## src/hw/xaui_csr_pkg.sv

```systemverilog
// xaui csr shared definitions

package xaui_csr_pkg;

    ////////////////////////////////////////////////////////////
    // bus and lane geometry
    ////////////////////////////////////////////////////////////

    // word address, byte offsets are not carried
    parameter int addr_width = 5;
    parameter int data_width = 32;
    parameter int lane_count = 4;

    // each status bank is one 16 bit word
    parameter int bank_width = 16;

    // digital reset register holds rx and tx reset
    parameter int reset_bits_width = 2;

    ////////////////////////////////////////////////////////////
    // defaults for module parameters
    ////////////////////////////////////////////////////////////

    parameter int status_banks_default = 4;
    parameter int sync_stages_default = 2;

    ////////////////////////////////////////////////////////////
    // register map, word indices
    ////////////////////////////////////////////////////////////

    parameter int reset_reg_index = 0;
    parameter int rx_cntrl_reg_index = 1;
    parameter int tx_cntrl_reg_index = 2;
    // status bank i lives at status_base_index + i
    parameter int status_base_index = 3;

    typedef logic [addr_width-1:0] word_addr_t;
    typedef logic [data_width-1:0] csr_word_t;
    typedef logic [lane_count-1:0] lane_mask_t;
    typedef logic [bank_width-1:0] bank_word_t;
    typedef logic [reset_bits_width-1:0] reset_bits_t;

endpackage

```

## src/hw/csr_ctrl_if.sv

```systemverilog
// csr control register link

`timescale 1ns/1ps

interface csr_ctrl_if;

    // index of the word currently on the bus
    xaui_csr_pkg::word_addr_t reg_index;
    // {rx_digitalreset, tx_digitalreset}
    xaui_csr_pkg::reset_bits_t reset_bits;
    // per lane polarity inversion
    xaui_csr_pkg::lane_mask_t rx_invpolarity;
    xaui_csr_pkg::lane_mask_t tx_invpolarity;

    // access decoder drives the link
    modport source (
        output reg_index, reset_bits, rx_invpolarity, tx_invpolarity
    );

    // read multiplexer only looks at it
    modport sink (
        input reg_index, reset_bits, rx_invpolarity, tx_invpolarity
    );

endinterface

```

## src/hw/csr_access_ctrl.sv

```systemverilog
// csr access decoder and control registers

`timescale 1ns/1ps

module csr_access_ctrl #(
    parameter int status_banks = xaui_csr_pkg::status_banks_default
) (
    input  logic                       clk,
    input  logic                       reset,
    input  xaui_csr_pkg::word_addr_t   address,
    input  logic                       read,
    input  logic                       write,
    input  xaui_csr_pkg::csr_word_t    writedata,
    csr_ctrl_if.source                 ctrl,
    output logic [status_banks-1:0]    read_clear,
    output logic                       r_rx_digitalreset,
    output logic                       r_tx_digitalreset,
    output xaui_csr_pkg::lane_mask_t   r_rx_invpolarity,
    output xaui_csr_pkg::lane_mask_t   r_tx_invpolarity
);

    ////////////////////////////////////////////////////////////
    // control registers
    ////////////////////////////////////////////////////////////

    // bit 1 rx digital reset, bit 0 tx digital reset
    xaui_csr_pkg::reset_bits_t reset_q;
    // polarity inversion, one bit per lane
    xaui_csr_pkg::lane_mask_t  rx_cntrl_q;
    xaui_csr_pkg::lane_mask_t  tx_cntrl_q;

    // write strobe lands at the edge closing the write cycle
    // status and unmapped indices fall through the case untouched
    always_ff @(posedge clk or posedge reset) begin
        if (reset) begin
            reset_q    <= '0;
            rx_cntrl_q <= '0;
            tx_cntrl_q <= '0;
        end else if (write) begin
            case (address)
                xaui_csr_pkg::word_addr_t'(xaui_csr_pkg::reset_reg_index): begin
                    reset_q <= xaui_csr_pkg::reset_bits_t'(writedata);
                end
                xaui_csr_pkg::word_addr_t'(xaui_csr_pkg::rx_cntrl_reg_index): begin
                    rx_cntrl_q <= xaui_csr_pkg::lane_mask_t'(writedata);
                end
                xaui_csr_pkg::word_addr_t'(xaui_csr_pkg::tx_cntrl_reg_index): begin
                    tx_cntrl_q <= xaui_csr_pkg::lane_mask_t'(writedata);
                end
                default: begin
                    // read-only or unmapped, nothing to do
                end
            endcase
        end
    end

    ////////////////////////////////////////////////////////////
    // read-clear strobes
    ////////////////////////////////////////////////////////////

    // one strobe per bank, high for the whole read cycle
    // bank clears at the edge that ends the read
    always_comb begin
        for (int i = 0; i < status_banks; i++) begin
            read_clear[i] = read &&
                (address == xaui_csr_pkg::word_addr_t'(xaui_csr_pkg::status_base_index + i));
        end
    end

    ////////////////////////////////////////////////////////////
    // outputs
    ////////////////////////////////////////////////////////////

    // index goes straight through, read data is combinational
    assign ctrl.reg_index      = address;
    assign ctrl.reset_bits     = reset_q;
    assign ctrl.rx_invpolarity = rx_cntrl_q;
    assign ctrl.tx_invpolarity = tx_cntrl_q;

    // transceiver control pins
    assign r_rx_digitalreset = reset_q[1];
    assign r_tx_digitalreset = reset_q[0];
    assign r_rx_invpolarity  = rx_cntrl_q;
    assign r_tx_invpolarity  = tx_cntrl_q;

endmodule

```

## src/hw/status_sticky_bank.sv

```systemverilog
// sticky status bank

`timescale 1ns/1ps

module status_sticky_bank #(
    parameter int sync_stages = xaui_csr_pkg::sync_stages_default
) (
    input  logic                      clk,
    input  logic                      reset,
    input  xaui_csr_pkg::bank_word_t  status_raw,
    input  logic                      read_clear,
    output xaui_csr_pkg::bank_word_t  status_held
);

    ////////////////////////////////////////////////////////////
    // synchronizer chain
    ////////////////////////////////////////////////////////////

    // lane flags come from the transceiver clock domains
    // stage 0 samples the raw level, last stage feeds the sticky bits
    xaui_csr_pkg::bank_word_t sync_q [sync_stages];
    xaui_csr_pkg::bank_word_t status_sync;

    always_ff @(posedge clk or posedge reset) begin
        if (reset) begin
            for (int i = 0; i < sync_stages; i++) begin
                sync_q[i] <= '0;
            end
        end else begin
            sync_q[0] <= status_raw;
            for (int i = 1; i < sync_stages; i++) begin
                sync_q[i] <= sync_q[i-1];
            end
        end
    end

    assign status_sync = sync_q[sync_stages-1];

    ////////////////////////////////////////////////////////////
    // sticky bits
    ////////////////////////////////////////////////////////////

    //  s  r | next
    // ------+------
    //  0  0 | hold
    //  0  1 | 0
    //  1  x | 1
    //
    // so next = s | (q & ~r), an event in the read cycle survives
    xaui_csr_pkg::bank_word_t held_q;
    xaui_csr_pkg::bank_word_t held_keep;

    // old value is dropped as a whole when the bank is read
    assign held_keep = read_clear ? '0 : held_q;

    always_ff @(posedge clk or posedge reset) begin
        if (reset) begin
            held_q <= '0;
        end else begin
            held_q <= status_sync | held_keep;
        end
    end

    // bits are not coherent across lanes, each one crosses on its own
    assign status_held = held_q;

endmodule

```

## src/hw/csr_read_mux.sv

```systemverilog
// csr read data multiplexer

`timescale 1ns/1ps

module csr_read_mux #(
    parameter int status_banks = xaui_csr_pkg::status_banks_default
) (
    csr_ctrl_if.sink                  ctrl,
    input  xaui_csr_pkg::bank_word_t  bank_values [status_banks],
    output xaui_csr_pkg::csr_word_t   readdata
);

    ////////////////////////////////////////////////////////////
    // read decode
    ////////////////////////////////////////////////////////////

    // purely combinational, data follows the address in the same cycle
    // every register is zero-extended to the bus width
    always_comb begin
        // unmapped indices read zero
        readdata = '0;

        case (ctrl.reg_index)
            xaui_csr_pkg::word_addr_t'(xaui_csr_pkg::reset_reg_index): begin
                readdata = xaui_csr_pkg::csr_word_t'(ctrl.reset_bits);
            end
            xaui_csr_pkg::word_addr_t'(xaui_csr_pkg::rx_cntrl_reg_index): begin
                readdata = xaui_csr_pkg::csr_word_t'(ctrl.rx_invpolarity);
            end
            xaui_csr_pkg::word_addr_t'(xaui_csr_pkg::tx_cntrl_reg_index): begin
                readdata = xaui_csr_pkg::csr_word_t'(ctrl.tx_invpolarity);
            end
            default: begin
                // status banks sit in a contiguous run after the controls
                for (int i = 0; i < status_banks; i++) begin
                    if (ctrl.reg_index ==
                        xaui_csr_pkg::word_addr_t'(xaui_csr_pkg::status_base_index + i)) begin
                        readdata = xaui_csr_pkg::csr_word_t'(bank_values[i]);
                    end
                end
            end
        endcase
    end

endmodule

```

## src/hw/xaui_csr_top.sv

```systemverilog
// xaui transceiver csr block

`timescale 1ns/1ps

module xaui_csr_top #(
    parameter int status_banks = xaui_csr_pkg::status_banks_default,
    parameter int sync_stages  = xaui_csr_pkg::sync_stages_default
) (
    input  logic                      clk,
    input  logic                      reset,

    // memory-mapped slave
    input  xaui_csr_pkg::word_addr_t  address,
    input  logic                      read,
    input  logic                      write,
    input  xaui_csr_pkg::csr_word_t   writedata,
    output xaui_csr_pkg::csr_word_t   readdata,

    // receive lane flags, two bits per lane
    input  logic [7:0]                rx_patterndetect,
    input  logic [7:0]                rx_syncstatus,
    input  logic [7:0]                rx_errdetect,
    input  logic [7:0]                rx_disperr,
    input  logic [7:0]                rx_rmfifodatainserted,
    input  logic [7:0]                rx_rmfifodatadeleted,

    // one bit per lane
    input  logic [3:0]                rx_phase_comp_fifo_error,
    input  logic [3:0]                rx_rlv,
    input  logic [3:0]                rx_rmfifofull,
    input  logic [3:0]                tx_phase_comp_fifo_error,

    // transceiver control
    output logic                      r_rx_digitalreset,
    output logic                      r_tx_digitalreset,
    output xaui_csr_pkg::lane_mask_t  r_rx_invpolarity,
    output xaui_csr_pkg::lane_mask_t  r_tx_invpolarity
);

    ////////////////////////////////////////////////////////////
    // bank packing
    ////////////////////////////////////////////////////////////

    // upper field first in every bank
    xaui_csr_pkg::bank_word_t bank_raw [xaui_csr_pkg::status_banks_default];
    xaui_csr_pkg::bank_word_t bank_values [status_banks];
    logic [status_banks-1:0]  read_clear;

    assign bank_raw[0] = {rx_patterndetect, rx_syncstatus};
    assign bank_raw[1] = {rx_errdetect, rx_disperr};
    assign bank_raw[2] = {rx_rmfifodatainserted, rx_rmfifodatadeleted};
    // the four single bit per lane flags share bank 3
    assign bank_raw[3] = {tx_phase_comp_fifo_error, rx_rmfifofull,
                          rx_rlv, rx_phase_comp_fifo_error};

    ////////////////////////////////////////////////////////////
    // bus decode and control registers
    ////////////////////////////////////////////////////////////

    csr_ctrl_if u_ctrl_if ();

    csr_access_ctrl #(
        .status_banks (status_banks)
    ) u_access_ctrl (
        .clk               (clk),
        .reset             (reset),
        .address           (address),
        .read              (read),
        .write             (write),
        .writedata         (writedata),
        .ctrl              (u_ctrl_if.source),
        .read_clear        (read_clear),
        .r_rx_digitalreset (r_rx_digitalreset),
        .r_tx_digitalreset (r_tx_digitalreset),
        .r_rx_invpolarity  (r_rx_invpolarity),
        .r_tx_invpolarity  (r_tx_invpolarity)
    );

    ////////////////////////////////////////////////////////////
    // status banks
    ////////////////////////////////////////////////////////////

    // identical banks, each with its own clear strobe
    for (genvar i = 0; i < status_banks; i++) begin : g_bank
        status_sticky_bank #(
            .sync_stages (sync_stages)
        ) u_bank (
            .clk         (clk),
            .reset       (reset),
            .status_raw  (bank_raw[i]),
            .read_clear  (read_clear[i]),
            .status_held (bank_values[i])
        );
    end

    ////////////////////////////////////////////////////////////
    // read path
    ////////////////////////////////////////////////////////////

    csr_read_mux #(
        .status_banks (status_banks)
    ) u_read_mux (
        .ctrl        (u_ctrl_if.sink),
        .bank_values (bank_values),
        .readdata    (readdata)
    );

endmodule

```

## config.mk

```make
export PLATFORM = sky130hd
export DESIGN_NAME = xaui_csr_top
export DESIGN_NICKNAME = d
export VERILOG_FILES = /design/src/hw/xaui_csr_pkg.sv /design/src/hw/csr_ctrl_if.sv /design/src/hw/csr_access_ctrl.sv /design/src/hw/status_sticky_bank.sv /design/src/hw/csr_read_mux.sv /design/src/hw/xaui_csr_top.sv
export SDC_FILE = /design/constraint.sdc
export NUM_CORES = 1
export LEC_CHECK = 0
export BUFFER_PORTS_ARGS = -buffer_cell sky130_fd_sc_hd__buf_2
export CORE_UTILIZATION = 45
export CTS_BUF_LIST = sky130_fd_sc_hd__clkbuf_8 sky130_fd_sc_hd__clkbuf_16
export DETAILED_ROUTE_END_ITERATION = 10
export HOLD_SLACK_MARGIN = 0.12
export PLACE_DENSITY = 0.75
export SKIP_CTS_REPAIR_TIMING = 1
export SYNTH_ARGS = -nofsm -noshare
export SYNTH_HDL_FRONTEND = slang
export SYNTH_SLANG_ARGS = --single-unit
export TNS_END_PERCENT = 30
```

## constraint.sdc

```tcl
create_clock -name clk -period 16.7 [get_ports clk]
set_input_delay 2.505 -clock clk [delete_from_list [all_inputs] [get_ports clk]]
set_output_delay 2.505 -clock clk [all_outputs]
set_load 0.005 [all_outputs]
```

==> flow_summary.ini <==
[timing]
clock_skew_ns = 0.0184
period_share_pct = 43.4
final_hold_viol_count = 0
timing.final.max_slew_violations = 0
tightest_slew_ns = 1.03
setup_viol = 0
timing.setup.tns_ns = 0
rsz0062_at_grt = false
period_needed_ns = 7.24
relSlewSlack_pct = 31.0
max_freq_mhz = 138

[detailed_routing]
vias_per_cell = 5.12
wl_per_cell_um = 16.4
wl_mm = 11.8
vias = 3678
drt_iter0_drc = 309
dr.pass1.iters = 7
postRouteAntennaNets = 0
drc = 0

[critical_path]
cp.required_ns = 14.20
worstSetupEndpointType = primary output
timing.rr.start = u_access_ctrl.ctrl.tx_invpolarity[1]
critical_path_class = in2out
reg2reg_slack_ns = 15.91
worst_r2r_endpoint = u_access_ctrl.ctrl.tx_invpolarity[1]
r2r_cells = 1
critPathLaunchType = primary input
critPathMaxFanout = 22
critPathArrivalTime_ns = 4.74
crit_start = address[2]

[logic_synthesis]
ys_seq_area_share_pct = 77.0
synth_area_leaders = dfrtp_1 77%, a21o_1 8.7%, a222oi_1 1.8%
synth_xor_xnor_area_share_pct = 0
synth_area_leader_cell = dfrtp_1
ys_top_cells_by_count = 202 x dfrtp_1, 76 x a21o_1, 19 x o21ai_0
synthSimpleGateAreaFrac_pct = 3.22
synth_adder_area_share_pct = 0
ys_async_sr_fraction_pct = 100
synth_cells = 418
synth-edff-count = 0
synth-seq-cells = 202
yosysUniqueCellTypes = 35
yosysWarningCount = 0
post-synth-top-count-cell = dfrtp_1
synth_top_family_by_area = compound AO/OA/AOI/OAI gates
syn-cell-area_um2 = 6560
synthMuxAreaShare_pct = 2.02
yosys.area.top_type_share_pct = 77.0
synth_ff_type = dfrtp_1
avgSynthCellArea_um2 = 15.7
synth_compound_area_share_pct = 14.3

[die]
row_count = 43
core_um2 = 14000
die_x_um = 123
die_h_um = 123
dieArea_um2 = 15100
io_pins = 147
start_util_pct = 46.7

[worst_hold_path]
min_path_type = reg2reg
hp-start = g_bank[0].u_bank.sync_q[25]
hold_end = g_bank[0].u_bank.status_sync[9]
hold_depth = 0

[power_and_ir_drop]
clkPwrFrac_pct = 41.5
power_switching_w = 0.000210
p_seq_share_pct = 53.3
p_int_w = 0.000768
comb_power_share_pct = 5.2
p_per_area_nw_per_um2 = 126
ir_drop_v = 0.0000858
swShare_pct = 21.5
p_leak_nw = 3.46

[clock_network]
cts_buffers = 20
h-tree-depth = 1
clkSinkCount = 202
clk_pin_slew_worst_paths_ns = 0.06
root_buffer = clkbuf_16
worstSkewPairLatency_ns = 0.49
cts_max_path_buffers = 3
cts_tree = yes

[final_layout]
diodes = 0
fin_nets = 630
instances_no_fill = 719
area_delta_synth_final_pct = 18.6
drive_gt1_share_pct = 27.3

[job]
drv_cap = 0

[placement]
dp_hpwl_mm = 7.98
gp_congestion = 0.926
placed_cells = 683
port_buffers = 102

[global_route]
track_usage_pct = 16.6
grt_max_degree = 128
gr-total-overflow = 0
grt_pass1_vias = 3727
grt_pass1_wl_mm = 18.8
antenna_found_initial = 0

[run_status]
status = completed
[final cells by class]
cell class                 count  area (um2)
fill                        1128        6260
sequential                   202        5050
tap                          180         225
clock buffer                  20         500
inverter                       2        15.0
clock inverter                16         109
multi-input combinational    195        1350
timing repair buffer         104         526
[placed cells by master, fill, tap and decap left out, drive strengths merged, types with 6 or more instances in the layout]
cell type	count
clkbuf	20
clkinv	6
mux2	10
o21ai	19
inv	10
a222oi	12
dfrtp	202
nor2b	6
nor3	7
conb	16
a21o	76
buf	104
nand2	6
a21oi	13
[state kept, by name (all words and copies together), names as in the netlist]
signal                             count
g_bank.u_bank.status_held             64
g_bank.u_bank.status_sync             64
g_bank.u_bank.sync_q                  64
u_access_ctrl.ctrl.reset_bits          2
u_access_ctrl.ctrl.rx_invpolarity      4
u_access_ctrl.ctrl.tx_invpolarity      4
[metal layers]
layer  global-route usage (%)  part of all wire (%)  vias up  routed length, um
met1                     21.7                    41     1835               4820
met4                     6.78                   3.4        0                399
met3                     3.11                   6.6       35                782
met5                        0                     0        -                  0
met2                     27.4                    49      158               5820
li1                         -                     -     1650                  -
[kinds of logic (layout without fill, tap and decap cells)]
| family | after synthesis | after routing |
|---|---|---|
| other | 1 | 16 |
| AND/OR/NAND/NOR | 36 | 36 |
| AO/OA/AOI/OAI | 131 | 131 |
| flip-flops | 202 | 202 |
| buffers and inverters | 36 | 142 |
| multiplexers | 12 | 12 |
[power by group through the flow]
stage	logic [W]	registers, W	clock network, W
after floorplan	0.0000300	0.000528	0
after global placement	0.0000500	0.000529	0
after detailed placement	0.0000516	0.000530	0
after CTS	0.0000518	0.000521	0.000417
after global routing	0.0000580	0.000523	0.000437
final	0.0000507	0.000521	0.000406
[critical path: stages]
cell,delay (ns)
buf_2,0.30
or3b_1,0.50
nor3b_2,0.68
a222oi_1,0.31
a21oi_1,0.26
buf_2,0.15
[worst max path at each step]
stage | end | slack (ns) | cells after the start
final | readdata[14] | 9.46 | 6
after floorplan | g_bank[0].u_bank.status_held[0] | 8.68 | 1
after global placement | readdata[11] | 9.50 | 6
after global routing | readdata[12] | 9.28 | 6
after CTS | readdata[14] | 9.46 | 6
after detailed placement | readdata[14] | 9.45 | 6
[metrics by stage]
step / total power (W) / setup WS (ns) / util, % / hold slack (ns) / cell area [um2]
after floorplan: 0.000558 / 8.68 / - / 0.331 / 6620
after global placement: 0.000579 / 9.50 / 51.1 / 0.335 / 7170
after detailed placement: 0.000582 / 9.45 / 51.1 / 0.335 / 7170
after CTS: 0.000990 / 9.46 / 55.4 / 0.347 / 7780
after global routing: 0.00102 / 9.28 / 55.4 / 0.350 / 7780
final: 0.000978 / 9.46 / 55.4 / 0.345 / 7780
Note: power is estimated with default switching activity, not from simulation.
